===== config.mk =====
export PLATFORM = sky130hd
export DESIGN_NAME = mmu_top
export DESIGN_NICKNAME = d
export VERILOG_FILES = /design/src/verilog/mmu_addr_pkg.sv /design/src/verilog/mmu_tlb_pkg.sv /design/src/verilog/mmu_seg_decode.sv /design/src/verilog/mmu_tlb_lookup.sv /design/src/verilog/mmu_access_result.sv /design/src/verilog/mmu_top.sv
export SDC_FILE = /design/constraint.sdc
export NUM_CORES = 1
export LEC_CHECK = 0
export BUFFER_PORTS_ARGS = -buffer_cell sky130_fd_sc_hd__clkbuf_2
export CAP_MARGIN = 25
export CORE_ASPECT_RATIO = 0.75
export CORE_MARGIN = 4
export CORE_UTILIZATION = 35
export DETAILED_ROUTE_END_ITERATION = 12
export GPL_TIMING_DRIVEN = 0
export SLEW_MARGIN = 20
export SYNTH_ARGS = -nofsm -noshare
export SYNTH_HDL_FRONTEND = slang
export SYNTH_SLANG_ARGS = --single-unit

===== constraint.sdc =====
create_clock -name clk -period 5.2 [get_ports clk]
set_input_delay 0.26 -clock clk [delete_from_list [all_inputs] [get_ports clk]]
set_output_delay 0.26 -clock clk [all_outputs]
set_load 0.1 [all_outputs]

===== src/verilog/mmu_addr_pkg.sv =====
// ~~~~~~~~~~~~~~~~~~~~
// 32-bit MIPS segment map and the CP0 Status/Config fields the MMU reads
// only K0/KU/K23 cacheability is modelled, other CCA codes mean uncached
// ~~~~~~~~~~~~~~~~~~~~
`default_nettype none

package mmu_addr_pkg;

    // datapath widths
    localparam int ADDR_W = 32;
    localparam int DATA_W = 32;
    localparam int BE_W   = DATA_W / 8;   // one write enable per byte

    // top address bits that pick the segment
    localparam int SEG_MSB_W = 3;

    typedef enum logic [1:0] {
        SEG_KUSEG,   // 0x0000_0000, mapped user space
        SEG_KSEG0,   // 0x8000_0000, unmapped, cache per K0
        SEG_KSEG1,   // 0xa000_0000, unmapped, uncached
        SEG_KSEG23   // 0xc000_0000, mapped kernel space
    } seg_e;

    // Status register
    localparam int STATUS_ERL_BIT = 2;   // error level, forces unmapped

    // Config register, each cache-coherency field is CCA_W bits
    localparam int CCA_W          = 3;
    localparam int CONFIG_K0_LSB  = 0;
    localparam int CONFIG_KU_LSB  = 25;
    localparam int CONFIG_K23_LSB = 28;

    // cacheable, noncoherent, write-back
    localparam logic [CCA_W-1:0] CCA_CACHED = 3'd3;

endpackage

`default_nettype wire


===== src/verilog/mmu_tlb_pkg.sv =====
// ~~~~~~~~~~~~~~~~~~~~
// TLB geometry and exception codes
// fixed 4 KB pages, one frame per entry, no ASID
// ~~~~~~~~~~~~~~~~~~~~
`default_nettype none

package mmu_tlb_pkg;

    // page geometry
    localparam int PAGE_OFS_W = 12;   // 4 KB
    localparam int VPN_W      = mmu_addr_pkg::ADDR_W - PAGE_OFS_W;
    localparam int PFN_W      = 20;

    // translation exceptions, reported back with the response
    typedef enum logic [1:0] {
        EXC_NONE,       // translated or unmapped
        EXC_REFILL,     // no entry holds the VPN
        EXC_INVALID,    // entry found but V clear
        EXC_MODIFIED    // store to an entry with D clear
    } exc_e;

endpackage

`default_nettype wire


===== src/verilog/mmu_seg_decode.sv =====
// ~~~~~~~~~~~~~~~~~~~~
// CP0 Status and Config are sampled with the request
// mapped items take their cacheability from the TLB
// ~~~~~~~~~~~~~~~~~~~~
`default_nettype none

module mmu_seg_decode (
    input  wire                              clk,
    input  wire                              arst_n,
    input  wire                              req_valid,
    output logic                             req_ready,
    input  wire [mmu_addr_pkg::ADDR_W-1:0]   req_vaddr,
    input  wire [mmu_addr_pkg::BE_W-1:0]     req_wen,
    input  wire [mmu_addr_pkg::DATA_W-1:0]   req_wdata,
    input  wire [31:0]                       cp0_status,
    input  wire [31:0]                       cp0_config,
    output logic                             dec_valid,
    input  wire                              dec_ready,
    output logic [mmu_addr_pkg::ADDR_W-1:0]  dec_vaddr,
    output logic [mmu_addr_pkg::BE_W-1:0]    dec_wen,
    output logic [mmu_addr_pkg::DATA_W-1:0]  dec_wdata,
    output logic                             dec_mapped,
    output logic [mmu_addr_pkg::ADDR_W-1:0]  dec_paddr,
    output logic                             dec_cached
);

    localparam int AW = mmu_addr_pkg::ADDR_W;
    localparam int SW = mmu_addr_pkg::SEG_MSB_W;

    mmu_addr_pkg::seg_e                seg;
    logic [mmu_addr_pkg::CCA_W-1:0]    k0;
    logic                              erl;
    logic                              mapped;
    logic                              cached;
    logic [AW-1:0]                     low_paddr;
    logic                              out_of_reset;

    assign erl       = cp0_status[mmu_addr_pkg::STATUS_ERL_BIT];
    assign k0        = cp0_config[mmu_addr_pkg::CONFIG_K0_LSB +: mmu_addr_pkg::CCA_W];
    assign low_paddr = {{SW{1'b0}}, req_vaddr[AW-SW-1:0]};   // strip segment bits

    always_comb begin
        case (req_vaddr[AW-1 -: SW])
            3'b100:  seg = mmu_addr_pkg::SEG_KSEG0;
            3'b101:  seg = mmu_addr_pkg::SEG_KSEG1;
            3'b110,
            3'b111:  seg = mmu_addr_pkg::SEG_KSEG23;
            default: seg = mmu_addr_pkg::SEG_KUSEG;
        endcase
    end

    always_comb begin
        mapped = 1'b0;
        cached = 1'b0;
        case (seg)
            mmu_addr_pkg::SEG_KSEG0:  cached = (k0 == mmu_addr_pkg::CCA_CACHED);
            mmu_addr_pkg::SEG_KSEG1:  cached = 1'b0;   // always uncached
            default: begin
                mapped = !erl;   // ERL turns kuseg and kseg2/3 into an uncached window
            end
        endcase
    end

    // holds req_ready low until the first edge after reset release
    always_ff @(posedge clk or negedge arst_n) begin
        if (!arst_n) begin
            out_of_reset <= 1'b0;
            dec_valid    <= 1'b0;
        end else begin
            out_of_reset <= 1'b1;
            if (req_ready) begin
                dec_valid <= req_valid;
            end
        end
    end

    assign req_ready = out_of_reset && (!dec_valid || dec_ready);

    always_ff @(posedge clk) begin
        if (req_valid && req_ready) begin
            dec_vaddr  <= req_vaddr;
            dec_wen    <= req_wen;
            dec_wdata  <= req_wdata;
            dec_mapped <= mapped;
            dec_paddr  <= low_paddr;   // replaced in execute when mapped
            dec_cached <= cached;
        end
    end

endmodule

`default_nettype wire


===== src/verilog/mmu_tlb_lookup.sv =====
// ~~~~~~~~~~~~~~~~~~~~
// fully associative TLB, do not write it while a mapped item is in this stage
// on a double match the lowest index wins
// ~~~~~~~~~~~~~~~~~~~~
`default_nettype none

module mmu_tlb_lookup #(
    parameter  int TLB_ENTRIES = 8,
    localparam int IDX_W       = $clog2(TLB_ENTRIES)
) (
    input  wire                              clk,
    input  wire                              arst_n,
    input  wire                              dec_valid,
    output logic                             dec_ready,
    input  wire [mmu_addr_pkg::ADDR_W-1:0]   dec_vaddr,
    input  wire [mmu_addr_pkg::BE_W-1:0]     dec_wen,
    input  wire [mmu_addr_pkg::DATA_W-1:0]   dec_wdata,
    input  wire                              dec_mapped,
    input  wire [mmu_addr_pkg::ADDR_W-1:0]   dec_paddr,
    input  wire                              dec_cached,
    output logic                             exe_valid,
    input  wire                              exe_ready,
    output logic [mmu_addr_pkg::ADDR_W-1:0]  exe_paddr,
    output logic                             exe_cached,
    output logic [mmu_addr_pkg::BE_W-1:0]    exe_wen,
    output logic [mmu_addr_pkg::DATA_W-1:0]  exe_wdata,
    output mmu_tlb_pkg::exc_e                exe_exc,
    input  wire                              tlbw_valid,
    input  wire [IDX_W-1:0]                  tlbw_index,
    input  wire [mmu_tlb_pkg::VPN_W-1:0]     tlbw_vpn,
    input  wire [mmu_tlb_pkg::PFN_W-1:0]     tlbw_pfn,
    input  wire                              tlbw_v,
    input  wire                              tlbw_d,
    input  wire                              tlbw_c
);

    localparam int OFS_W = mmu_tlb_pkg::PAGE_OFS_W;

    // entry storage
    logic [mmu_tlb_pkg::VPN_W-1:0]  tlb_vpn [TLB_ENTRIES];
    logic [mmu_tlb_pkg::PFN_W-1:0]  tlb_pfn [TLB_ENTRIES];
    logic [TLB_ENTRIES-1:0]         tag_valid;   // entry has been written
    logic [TLB_ENTRIES-1:0]         tlb_v;
    logic [TLB_ENTRIES-1:0]         tlb_d;
    logic [TLB_ENTRIES-1:0]         tlb_c;

    logic [mmu_tlb_pkg::VPN_W-1:0]  dec_vpn;
    logic                           hit;
    logic [IDX_W-1:0]               hit_idx;
    logic                           is_store;
    logic [mmu_addr_pkg::ADDR_W-1:0] paddr;
    logic                           cached;
    mmu_tlb_pkg::exc_e              exc;

    assign dec_vpn  = dec_vaddr[mmu_addr_pkg::ADDR_W-1:OFS_W];
    assign is_store = |dec_wen;

    always_ff @(posedge clk or negedge arst_n) begin
        if (!arst_n) begin
            tag_valid <= '0;
        end else if (tlbw_valid) begin
            tag_valid[tlbw_index] <= 1'b1;
        end
    end

    always_ff @(posedge clk) begin
        if (tlbw_valid) begin
            tlb_vpn[tlbw_index] <= tlbw_vpn;
            tlb_pfn[tlbw_index] <= tlbw_pfn;
            tlb_v[tlbw_index]   <= tlbw_v;
            tlb_d[tlbw_index]   <= tlbw_d;
            tlb_c[tlbw_index]   <= tlbw_c;
        end
    end

    // parallel compare, scanned downward so the lowest index is kept
    always_comb begin
        hit     = 1'b0;
        hit_idx = '0;
        for (int i = TLB_ENTRIES - 1; i >= 0; i--) begin
            if (tag_valid[i] && (tlb_vpn[i] == dec_vpn)) begin
                hit     = 1'b1;
                hit_idx = IDX_W'(i);
            end
        end
    end

    always_comb begin
        exc    = mmu_tlb_pkg::EXC_NONE;
        paddr  = dec_paddr;
        cached = dec_cached;
        if (dec_mapped) begin
            if (!hit) begin
                exc = mmu_tlb_pkg::EXC_REFILL;
            end else if (!tlb_v[hit_idx]) begin
                exc = mmu_tlb_pkg::EXC_INVALID;
            end else if (is_store && !tlb_d[hit_idx]) begin
                exc = mmu_tlb_pkg::EXC_MODIFIED;
            end else begin
                paddr  = {tlb_pfn[hit_idx], dec_vaddr[OFS_W-1:0]};
                cached = tlb_c[hit_idx];
            end
        end
    end

    assign dec_ready = !exe_valid || exe_ready;

    always_ff @(posedge clk or negedge arst_n) begin
        if (!arst_n) begin
            exe_valid <= 1'b0;
        end else if (dec_ready) begin
            exe_valid <= dec_valid;
        end
    end

    always_ff @(posedge clk) begin
        if (dec_valid && dec_ready) begin
            exe_paddr  <= paddr;
            exe_cached <= cached;
            exe_wen    <= dec_wen;
            exe_wdata  <= dec_wdata;
            exe_exc    <= exc;
        end
    end

endmodule

`default_nettype wire


===== src/verilog/mmu_access_result.sv =====
// ~~~~~~~~~~~~~~~~~~~~
// one bus transaction in flight, bus must answer every accepted request once
// ~~~~~~~~~~~~~~~~~~~~
`default_nettype none

module mmu_access_result (
    input  wire                              clk,
    input  wire                              arst_n,
    input  wire                              exe_valid,
    output logic                             exe_ready,
    input  wire [mmu_addr_pkg::ADDR_W-1:0]   exe_paddr,
    input  wire                              exe_cached,
    input  wire [mmu_addr_pkg::BE_W-1:0]     exe_wen,
    input  wire [mmu_addr_pkg::DATA_W-1:0]   exe_wdata,
    input  wire mmu_tlb_pkg::exc_e           exe_exc,
    output logic                             bus_valid,
    input  wire                              bus_ready,
    output logic [mmu_addr_pkg::ADDR_W-1:0]  bus_paddr,
    output logic [mmu_addr_pkg::BE_W-1:0]    bus_wen,
    output logic [mmu_addr_pkg::DATA_W-1:0]  bus_wdata,
    output logic                             bus_cached,
    input  wire                              bus_rvalid,
    input  wire [mmu_addr_pkg::DATA_W-1:0]   bus_rdata,
    output logic                             rsp_valid,
    input  wire                              rsp_ready,
    output logic [mmu_addr_pkg::DATA_W-1:0]  rsp_rdata,
    output mmu_tlb_pkg::exc_e                rsp_exc
);

    typedef enum logic [1:0] {
        ST_IDLE,
        ST_BUS_REQ,
        ST_WAIT_DATA,
        ST_RESP
    } state_e;

    state_e state;
    state_e st_accept;
    logic   accept;
    logic   take_data;
    logic   is_store;

    assign exe_ready = (state == ST_IDLE) || ((state == ST_RESP) && rsp_ready);
    assign accept    = exe_valid && exe_ready;
    assign st_accept = (exe_exc == mmu_tlb_pkg::EXC_NONE) ? ST_BUS_REQ : ST_RESP;
    assign bus_valid = (state == ST_BUS_REQ);
    assign rsp_valid = (state == ST_RESP);
    assign is_store  = |bus_wen;

    // read data may come back on the same edge the request is taken
    assign take_data = bus_rvalid && ((state == ST_WAIT_DATA) ||
                                      ((state == ST_BUS_REQ) && bus_ready));

    always_ff @(posedge clk or negedge arst_n) begin
        if (!arst_n) begin
            state <= ST_IDLE;
        end else begin
            case (state)
                ST_IDLE: begin
                    if (accept) state <= st_accept;
                end
                ST_BUS_REQ: begin
                    if (take_data) state <= ST_RESP;
                    else if (bus_ready) state <= ST_WAIT_DATA;
                end
                ST_WAIT_DATA: begin
                    if (take_data) state <= ST_RESP;
                end
                default: begin
                    if (accept) state <= st_accept;   // back-to-back item
                    else if (rsp_ready) state <= ST_IDLE;
                end
            endcase
        end
    end

    always_ff @(posedge clk) begin
        if (accept) begin
            bus_paddr  <= exe_paddr;
            bus_wen    <= exe_wen;
            bus_wdata  <= exe_wdata;
            bus_cached <= exe_cached;
            rsp_exc    <= exe_exc;
            rsp_rdata  <= '0;   // stays zero for stores and exceptions
        end else if (take_data && !is_store) begin
            rsp_rdata  <= bus_rdata;
        end
    end

endmodule

`default_nettype wire


===== src/verilog/mmu_top.sv =====
// ~~~~~~~~~~~~~~~~~~~~
// data-side MMU, decode -> TLB -> bus, one item per stage
// TLB_ENTRIES must be a power of two from 2 to 32
// ~~~~~~~~~~~~~~~~~~~~
`default_nettype none

module mmu_top #(
    parameter  int TLB_ENTRIES = 8,
    localparam int IDX_W       = $clog2(TLB_ENTRIES)
) (
    input  wire                              clk,
    input  wire                              arst_n,
    input  wire                              req_valid,
    output logic                             req_ready,
    input  wire [mmu_addr_pkg::ADDR_W-1:0]   req_vaddr,
    input  wire [mmu_addr_pkg::BE_W-1:0]     req_wen,
    input  wire [mmu_addr_pkg::DATA_W-1:0]   req_wdata,
    output logic                             rsp_valid,
    input  wire                              rsp_ready,
    output logic [mmu_addr_pkg::DATA_W-1:0]  rsp_rdata,
    output mmu_tlb_pkg::exc_e                rsp_exc,
    input  wire [31:0]                       cp0_status,
    input  wire [31:0]                       cp0_config,
    input  wire                              tlbw_valid,
    input  wire [IDX_W-1:0]                  tlbw_index,
    input  wire [mmu_tlb_pkg::VPN_W-1:0]     tlbw_vpn,
    input  wire [mmu_tlb_pkg::PFN_W-1:0]     tlbw_pfn,
    input  wire                              tlbw_v,
    input  wire                              tlbw_d,
    input  wire                              tlbw_c,
    output logic                             bus_valid,
    input  wire                              bus_ready,
    output logic [mmu_addr_pkg::ADDR_W-1:0]  bus_paddr,
    output logic [mmu_addr_pkg::BE_W-1:0]    bus_wen,
    output logic [mmu_addr_pkg::DATA_W-1:0]  bus_wdata,
    output logic                             bus_cached,
    input  wire                              bus_rvalid,
    input  wire [mmu_addr_pkg::DATA_W-1:0]   bus_rdata
);

    // decode -> execute
    logic                             dec_valid;
    logic                             dec_ready;
    logic [mmu_addr_pkg::ADDR_W-1:0]  dec_vaddr;
    logic [mmu_addr_pkg::BE_W-1:0]    dec_wen;
    logic [mmu_addr_pkg::DATA_W-1:0]  dec_wdata;
    logic                             dec_mapped;
    logic [mmu_addr_pkg::ADDR_W-1:0]  dec_paddr;
    logic                             dec_cached;

    // execute -> result
    logic                             exe_valid;
    logic                             exe_ready;
    logic [mmu_addr_pkg::ADDR_W-1:0]  exe_paddr;
    logic                             exe_cached;
    logic [mmu_addr_pkg::BE_W-1:0]    exe_wen;
    logic [mmu_addr_pkg::DATA_W-1:0]  exe_wdata;
    mmu_tlb_pkg::exc_e                exe_exc;

    mmu_seg_decode i_seg_decode (
        .clk, .arst_n,
        .req_valid, .req_ready, .req_vaddr, .req_wen, .req_wdata,
        .cp0_status, .cp0_config,
        .dec_valid, .dec_ready, .dec_vaddr, .dec_wen, .dec_wdata,
        .dec_mapped, .dec_paddr, .dec_cached
    );

    mmu_tlb_lookup #(
        .TLB_ENTRIES (TLB_ENTRIES)
    ) i_tlb_lookup (
        .clk, .arst_n,
        .dec_valid, .dec_ready, .dec_vaddr, .dec_wen, .dec_wdata,
        .dec_mapped, .dec_paddr, .dec_cached,
        .exe_valid, .exe_ready, .exe_paddr, .exe_cached, .exe_wen, .exe_wdata, .exe_exc,
        .tlbw_valid, .tlbw_index, .tlbw_vpn, .tlbw_pfn, .tlbw_v, .tlbw_d, .tlbw_c
    );

    mmu_access_result i_access_result (
        .clk, .arst_n,
        .exe_valid, .exe_ready, .exe_paddr, .exe_cached, .exe_wen, .exe_wdata, .exe_exc,
        .bus_valid, .bus_ready, .bus_paddr, .bus_wen, .bus_wdata, .bus_cached,
        .bus_rvalid, .bus_rdata,
        .rsp_valid, .rsp_ready, .rsp_rdata, .rsp_exc
    );

endmodule

`default_nettype wire


==> results of run 1 <==
==> per-stage QoR <==
step	std cells	cell area [sq um]	util [%]	total power [mW]	worst slack (ns)
after global routing	2665	28600	45.1	14.8	0.0978
final	2667	28600	45.1	14.3	0.173
after floorplan	1279	22400	-	9.15	0.464
after detailed placement	2429	25400	39.9	9.93	0.191
after global placement	2402	24800	39.1	9.88	-1.74
after CTS	2665	28600	45.0	14.4	0.124
==> critical path, stage by stage, from the launching register on <==
cell and delay, ns:
sky130_fd_sc_hd__edfxtp_1 0.33, sky130_fd_sc_hd__buf_2 0.41, sky130_fd_sc_hd__xnor2_1 0.17, sky130_fd_sc_hd__nand4_1 0.11, sky130_fd_sc_hd__nor4_1 0.86, sky130_fd_sc_hd__nand4_1 0.43
sky130_fd_sc_hd__nand2_1 0.32, sky130_fd_sc_hd__or3_1 0.15, sky130_fd_sc_hd__buf_2 0.22, sky130_fd_sc_hd__clkbuf_1 0.50, sky130_fd_sc_hd__clkbuf_1 0.54, sky130_fd_sc_hd__o21ai_0 0.25
sky130_fd_sc_hd__mux2_1 0.42
==> cell families after synthesis <==
| kind of cell | after synthesis | synth area share [%] |
|---|---|---|
| xor+xnor | 160 | 6.24 |
| fa+ha+maj | 5 | 0.279 |
| other cells | 1 | 0.0167 |
| flops | 601 | 78.7 |
| simple gates | 217 | 4.77 |
| buf+inv | 61 | 1.29 |
| mux | 114 | 5.44 |
| compound gates | 120 | 3.27 |
==> area by class of cell <==
type | count | share of cell area (%)
Antenna cell | 2 | 0.0175
Buffer | 56 | 0.957
Clock buffer | 67 | 5.29
Clock inverter | 40 | 1.61
Inverter | 5 | 0.0655
Multi-Input combinational cell | 617 | 15.9
Sequential cell | 601 | 61.7
Tap cell | 861 | 3.76
Timing Repair Buffer | 418 | 10.7
==> report_power, final <==
part,switching [mW],internal [mW],leakage (nW)
logic,2.94,0.563,3.30
clock network,1.80,2.58,0.960
registers,0.210,6.17,5.51
==> registers in the layout, indices dropped and copies added (netlist names), 2 cells and up <==
signal and cells:
i_tlb_lookup.tag_valid 8, i_tlb_lookup.exe_wdata 32, i_tlb_lookup.tlb_vpn 160, i_tlb_lookup.tlb_c 8, i_access_result.bus_wdata 32, i_tlb_lookup.tlb_pfn 160
i_access_result.bus_wen 4, i_seg_decode.dec_wen 4, i_tlb_lookup.tlb_d 8, i_access_result.rsp_exc 2, i_tlb_lookup.exe_paddr 32, i_access_result.rsp_rdata 32
i_tlb_lookup.tlb_v 8, i_tlb_lookup.exe_wen 4, i_seg_decode.dec_vaddr 32, i_access_result.state 2, i_tlb_lookup.exe_exc 2, i_access_result.bus_paddr 32
i_seg_decode.dec_wdata 32
==> repair_timing <==
| item | CTS | global route |
|---|---|---|
| endpoints found under the setup margin | 0 | 2 |
| hold endpoints to repair | 323 | 0 |
| resized for setup | 0 | 2 |
| hold buffers | 129 | 0 |
==> routing by layer <==
metal / GRT usage (%) / share of wire, % / routed length [um]
met5: 0 / 0 / 0
met4: 3.91 / 1.9 / 1100
met3: 3.63 / 7.6 / 4370
met2: 25.0 / 44 / 25000
met1: 24.3 / 47 / 26800
==> worst paths after layout <==
kind | endpoint | slack [ns]
setup / recovery | i_tlb_lookup.exe_paddr[22] | 0.17
hold / removal | i_tlb_lookup.tlb_vpn[3][18] | 0.02
setup reg to reg | i_tlb_lookup.exe_paddr[22] | 0.17
hold reg to reg | i_access_result.bus_paddr[25] | 0.42
max in group asynchronous | i_tlb_lookup.tag_valid[6] | 4.74
min in group asynchronous | i_tlb_lookup.tag_valid[1] | 0.15
==> cells in the final DEF, fill, tap and decap left out, drive strengths merged, types with 4 or more instances in the layout <==
master       Yosys  layout
nand3           10      10
ha               5       5
dfxtp           32      32
o211ai          27      27
dfrtp           13      13
nand2           97      97
buf             32      59
dlygate4sd3      0     129
mux2            64      64
clkbuf          24     353
a21oi           56      56
clkinv           0      23
or2              8       8
a21boi           4       4
nand2b           5       5
nor3             5       5
nor2            31      31
nand4           27      27
clkinvlp         0       5
o21ai           24      24
nor4            21      21
xor2            55      55
edfxtp         556     556
bufinv           0      10
mux2i           50      50
xnor2          105     105
inv              5       7
==> impl_metrics.sql, run 1 <==
INSERT INTO impl_metrics (metric_group, metric, value, unit) VALUES
('floorplanning', 'boundaryPins', '323', ''),
('synthesis', 'yosysTopAreaCellShare', '74.4', '%'),
('pwr', 'power.leakage', '9.77', 'nW'),
('synthesis', 'synth.most_common_cell', 'sky130_fd_sc_hd__edfxtp_1', ''),
('cells_and_area', 'share_of_layout_cells_above_drive_strength_1', '26.9', '%'),
('grt', 'antenna_found_initial', '2', ''),
('floorplanning', 'die_area', '68300', 'sq um'),
('cells_and_area', 'num-nets-final', '1979', ''),
('timing', 'hold_viol', '0', ''),
('worst_setup_path', 'rr_worst_depth', '12', ''),
('cells_and_area', 'syn_to_final_growth', '27.6', '%'),
('cts', 'cts_post_setup_buffers_inserted', '0', ''),
('hold_path', 'hold_path.class', 'in -> reg', ''),
('routing', 'routed_wl_per_cell', '21.5', 'um'),
('worst_setup_path', 'critPathRequiredTime', '5.52', 'ns'),
('timing', 'finalSetupTns', '0', 'ns'),
('cts', 'insertion_delay', '0.60', 'ns'),
('timing', 'worstMarginPinSlew', '0.986', 'ns'),
('placed_design', 'detailed_place_hpwl', '38900', 'um'),
('cells_and_area', 'num-fill-cells', '5444', ''),
('placed_design', 'place.gp.congestion', '0.958', ''),
('grt', 'grt_residual_overflow', '0', ''),
('timing', 'final-setup-viol-count', '0', ''),
('cells_and_area', 'multiInputGateArea', '4570', 'sq um'),
('cts', 'clock_path_buffers', '3', ''),
('synthesis', 'synthesis.instances', '1279', ''),
('routing', 'count_of_unresolved_drc_violations_after_routing', '0', ''),
('floorplanning', 'starting_density_of_the_core', '35.3', '%'),
('timing', 'worst_clock_skew', '0.0183', 'ns'),
('timing', 'max_clock_freq', '199', 'MHz'),
('worst_setup_path', 'data_arrival_critical_path', '5.35', 'ns'),
('routing', 'drtAntennaViolNets', '0', ''),
('synthesis', 'ys_async_sr_fraction', '2.16', '%'),
('floorplanning', 'fp-row-count', '80', ''),
('synthesis', 'yosys-top-cells-count', 'sky130_fd_sc_hd__edfxtp_1 (556), sky130_fd_sc_hd__xnor2_1 (105), sky130_fd_sc_hd__nand2_1 (97), sky130_fd_sc_hd__a21oi_1 (56), sky130_fd_sc_hd__xor2_1 (55)', ''),
('worst_setup_path', 'setup.worst_path.start_class', 'flop', ''),
('worst_setup_path', 'end_kind', 'flop', ''),
('synthesis', 'synth_cell_type_count', '53', ''),
('hold_path', 'min_path_cells', '1', ''),
('cts', 'cts_tree', 'yes', ''),
('floorplanning', 'floorplan.core_area', '63600', 'sq um'),
('run_status', 'status', 'completed', ''),
('hold_path', 'worst_hold_startpoint', 'tlbw_vpn[18]', ''),
('timing', 'relSlewSlack', '33.6', '%'),
('synthesis', 'synth_area_per_cell', '17.5', 'sq um'),
('timing', 'rsz0062_at_grt', 'no', ''),
('cts', 'clk_transition_reported_paths', '0.06', 'ns'),
('timing', 'fin_hold_ws', '0.0163', 'ns'),
('grt', 'grt_start_max_net_pins', '50', ''),
('grt', 'grt_first_pass_wirelength', '83200', 'um'),
('timing', 'finalWorstPathRequiredPeriod', '5.03', 'ns'),
('cts', 'cts-buffers-inserted', '58', ''),
('worst_setup_path', 'path_class', 'reg -> reg', ''),
('cts', 'cts-htree-levels', '2', ''),
('routing', 'drt_pre_antenna_iters', '5', ''),
('cts', 'clock-root-buffer', 'sky130_fd_sc_hd__clkbuf_16', ''),
('job', 'timing.max_cap.violations', '0', ''),
('routing', 'vias', '12600', ''),
('synthesis', 'synthTopCellsByArea', 'sky130_fd_sc_hd__edfxtp_1 (74%), sky130_fd_sc_hd__xnor2_1 (4.1%), sky130_fd_sc_hd__dfxtp_1 (2.9%), sky130_fd_sc_hd__mux2_2 (2.4%), sky130_fd_sc_hd__mux2i_1 (2.2%)', ''),
('synthesis', 'synth_area_leader_cell', 'sky130_fd_sc_hd__edfxtp_1', ''),
('placed_design', 'port_buffers', '262', ''),
('synthesis', 'syn_nets', '1501', ''),
('timing', 'period_utilization_post_route', '96.7', '%'),
('cells_and_area', 'final-seq-area', '17700', 'sq um'),
('synthesis', 'syn-cell-area', '22400', 'sq um'),
('routing', 'postRouteWirelength', '57300', 'um'),
('routing', 'first_iter_violations', '1065', ''),
('synthesis', 'seq_area_frac_synth', '78.7', '%'),
('floorplanning', 'die_h', '227', 'um'),
('cts', 'clkSinkCount', '601', ''),
('synthesis', 'synth_warnings', '0', '');
Note: power is estimated with default switching activity, not from simulation.
==> inputs of run 2 (changes only) <==
CORE_UTILIZATION = 57   (was 35)
GPL_TIMING_DRIVEN = 1   (was 0)
PLACE_DENSITY = 0.8   (was default)
SETUP_SLACK_MARGIN = 0.02   (was default)
==> run 2 against run 1 <==
Count of clock-buffer cells in the layout grew 2. Critical path depth stayed put. Largest power group unchanged. Largest cell class unchanged. Global-route usage increased by 7.3 points. Core utilization rose by 26 points. Final area is 4.2% lower. Combinational power down 3%. Critical endpoint is now i_tlb_lookup.exe_paddr[28]. Sequential cell count unchanged.
==> impl_metrics.sql, run 2 (synthesized netlist as in run 1, its figures left out) <==
INSERT INTO impl_metrics (metric_group, metric, value, unit) VALUES
('routing', 'drtAntennaViolNets', '0', ''),
('cts', 'cts_post_setup_buffers_inserted', '0', ''),
('pwr', 'power.leakage', '9.40', 'nW'),
('timing', 'worst_clock_skew', '0.0218', 'ns'),
('timing', 'relSlewSlack', '40.4', '%'),
('worst_setup_path', 'critPathRequiredTime', '5.53', 'ns'),
('grt', 'antenna_found_initial', '2', ''),
('cells_and_area', 'multiInputGateArea', '4580', 'sq um'),
('cts', 'cts-htree-levels', '2', ''),
('cells_and_area', 'layout.cells.most_common_list', 'sky130_fd_sc_hd__edfxtp_1 (556), sky130_fd_sc_hd__clkbuf_2 (262), sky130_fd_sc_hd__dlygate4sd3_1 (129), sky130_fd_sc_hd__xnor2_1 (105), sky130_fd_sc_hd__nand2_1 (97)', ''),
('cells_and_area', 'insertedDiodeCount', '0', ''),
('placed_design', 'place.gp.congestion', '0.870', ''),
('cts', 'holdBufCountCts', '129', ''),
('worst_setup_path', 'critical_path.max_stage_delay', '0.74', 'ns'),
('cells_and_area', 'syn_to_final_growth', '22.2', '%'),
('worst_setup_path', 'worstPathCellList', 'xnor2_1 -> nand3_1 -> nor4_1 -> nand4_1 -> nand3_1 -> o2bb2ai_4 -> mux2i_1 -> o211ai_2 -> o22ai_1 -> nor4b_4 -> buf_4 -> mux2_2', ''),
('timing', 'hold_viol', '0', ''),
('routing', 'route.detailed.vias_per_inst', '5.55', ''),
('run_status', 'status', 'completed', ''),
('job', 'timing.max_cap.violations', '0', ''),
('grt', 'grt_residual_overflow', '0', ''),
('timing', 'finalWorstPathRequiredPeriod', '4.68', 'ns'),
('cts', 'clock-root-buffer', 'sky130_fd_sc_hd__clkbuf_16', ''),
('floorplanning', 'die_h', '180', 'um'),
('cts', 'cts_tree', 'yes', ''),
('floorplanning', 'fp-row-count', '62', ''),
('floorplanning', 'floorplan.core_area', '38600', 'sq um'),
('cts', 'cts-buffers-inserted', '54', ''),
('cts', 'clock_path_buffers', '3', ''),
('cells_and_area', 'final_cell_area', '27400', 'sq um'),
('cts', 'insertion_delay', '0.59', 'ns'),
('placed_design', 'detailed_place_hpwl', '30700', 'um'),
('timing', 'finalSetupTns', '0', 'ns'),
('grt', 'grt_use_total', '23.7', '%'),
('floorplanning', 'boundaryPins', '323', ''),
('pwr', 'power.total', '13.7', 'mW'),
('worst_setup_path', 'end_kind', 'flop', ''),
('timing', 'final-setup-viol-count', '0', ''),
('worst_setup_path', 'setup.worst_path.start_class', 'flop', ''),
('cells_and_area', 'num-nets-final', '1917', ''),
('routing', 'first_iter_violations', '1100', ''),
('pwr', 'worst_voltage_drop_across_the_vdd_grid', '0.445', 'mV'),
('routing', 'count_of_unresolved_drc_violations_after_routing', '0', ''),
('grt', 'first_global_vias', '12800', ''),
('floorplanning', 'die_area', '42600', 'sq um'),
('routing', 'drt_pre_antenna_iters', '5', ''),
('timing', 'max_clock_freq', '214', 'MHz'),
('worst_setup_path', 'rr_worst_depth', '12', ''),
('cells_and_area', 'final-seq-area', '17700', 'sq um'),
('floorplanning', 'die_w', '237', 'um'),
('cts', 'clk_transition_reported_paths', '0.06', 'ns'),
('worst_setup_path', 'reg2reg_setup_slack', '0.52', 'ns'),
('cts', 'clkSinkCount', '601', ''),
('worst_setup_path', 'path_class', 'reg -> reg', ''),
('cts', 'post_cts.resized_instances', '0', ''),
('timing', 'rsz0062_at_grt', 'no', ''),
('placed_design', 'port_buffers', '262', ''),
('worst_setup_path', 'worst_path_most_repeated_cell', 'sky130_fd_sc_hd__nand3_1', ''),
('cells_and_area', 'reg.largest.list', 'i_tlb_lookup.tlb_pfn x160, i_tlb_lookup.tlb_vpn x160', ''),
('hold_path', 'hold_path.class', 'in -> reg', ''),
('cells_and_area', 'leading_cell_type_in_the_layout_fill_and_taps_excluded', 'sky130_fd_sc_hd__edfxtp_1', ''),
('timing', 'period_utilization_post_route', '90.0', '%'),
('timing', 'worstMarginPinSlew', '0.885', 'ns'),
('routing', 'vias', '12500', ''),
('cells_and_area', 'num-fill-cells', '2328', ''),
('routing', 'postRouteWirelength', '51300', 'um'),
('worst_setup_path', 'data_arrival_critical_path', '5.01', 'ns'),
('floorplanning', 'starting_density_of_the_core', '58.2', '%'),
('worst_setup_path', 'cpMaxStageDelayCell', 'sky130_fd_sc_hd__nor4_1', ''),
('cells_and_area', 'share_of_layout_cells_above_drive_strength_1', '25.3', '%'),
('worst_setup_path', 'cp_max_fo', '21', ''),
('routing', 'routed_wl_per_cell', '22.8', 'um'),
('placed_design', 'post_dp_cell_area', '24400', 'sq um'),
('grt', 'grt_start_max_net_pins', '105', ''),
('grt', 'grt_first_pass_wirelength', '77100', 'um'),
('timing', 'report.final.slew_viol_count', '0', ''),
('hold_path', 'min_path_cells', '1', ''),
('pwr', 'p_per_area', '499', 'nW/um^2');
==> run 2: cell count changes in the layout (fill, tap and decap cells not counted), sizes merged <==
cell | before | now
bufinv | 10 | 3
inv | 7 | 8
clkinv | 23 | 22
clkbuf | 353 | 331
clkinvlp | 5 | 3
diode | 2 | 0
buf | 59 | 25
==> run 2: critical path: cells and delay by family, from the launching register on <==
family | cells | cell delay, ns
AOI/OAI and AO/OA | 3 | 0.55
xor gates and xnor gates | 1 | 0.40
DFF | 1 | 0.65
muxes | 2 | 0.57
buffers and inverters | 1 | 0.37
and+or+nand+nor | 5 | 1.84
==> run 2: through the flow <==
step | hold slack [ns] | std cells | setup WS (ns) | utilization [%]
global placement | 0.219 | 2021 | 0.803 | 63.3
global route | 0.0118 | 2251 | 0.106 | 71.2
floorplan | -0.0356 | 1279 | 0.464 | -
finish | 0.0264 | 2251 | 0.519 | 71.2
detailed placement | 0.236 | 2021 | 0.631 | 63.3
CTS | 0.00155 | 2250 | 0.627 | 71.1
==> run 2: final cells by class <==
cell class,instances,share of cell area (%)
sequential,601,64.4
inverter,5,0.0684
multi-input combinational,617,16.7
clock buffer,69,5.31
timing repair buffer,416,10.3
clock inverter,31,0.889
tap,512,2.34
==> run 2: final timing paths <==
check	from	to
min in group asynchronous	arst_n	i_tlb_lookup.tag_valid[3]
worst max register to register	i_seg_decode.dec_vaddr[21]	i_tlb_lookup.exe_paddr[28]
worst max-delay path	i_seg_decode.dec_vaddr[21]	i_tlb_lookup.exe_paddr[28]
worst min-delay path	tlbw_vpn[18]	i_tlb_lookup.tlb_vpn[1][18]
worst min register to register	i_seg_decode.dec_wdata[25]	i_tlb_lookup.exe_wdata[25]
max in group asynchronous	arst_n	i_access_result.state[0]
==> run 2: metal layers <==
metal | share of wire (%) | vias to the layer above | track usage (%)
met3 | 8.8 | 99 | 5.65
met5 | 0.043 | - | 0
met4 | 2.6 | 4 | 6.58
met1 | 40 | 6205 | 32.7
met2 | 48 | 540 | 38.5
li1 | - | 5643 | -
==> run 2: report_power, final <==
group	switching (mW)	internal [mW]
Combinational	2.85	0.526
Sequential	0.310	6.18
Clock	1.69	2.13
Total	4.85	8.84
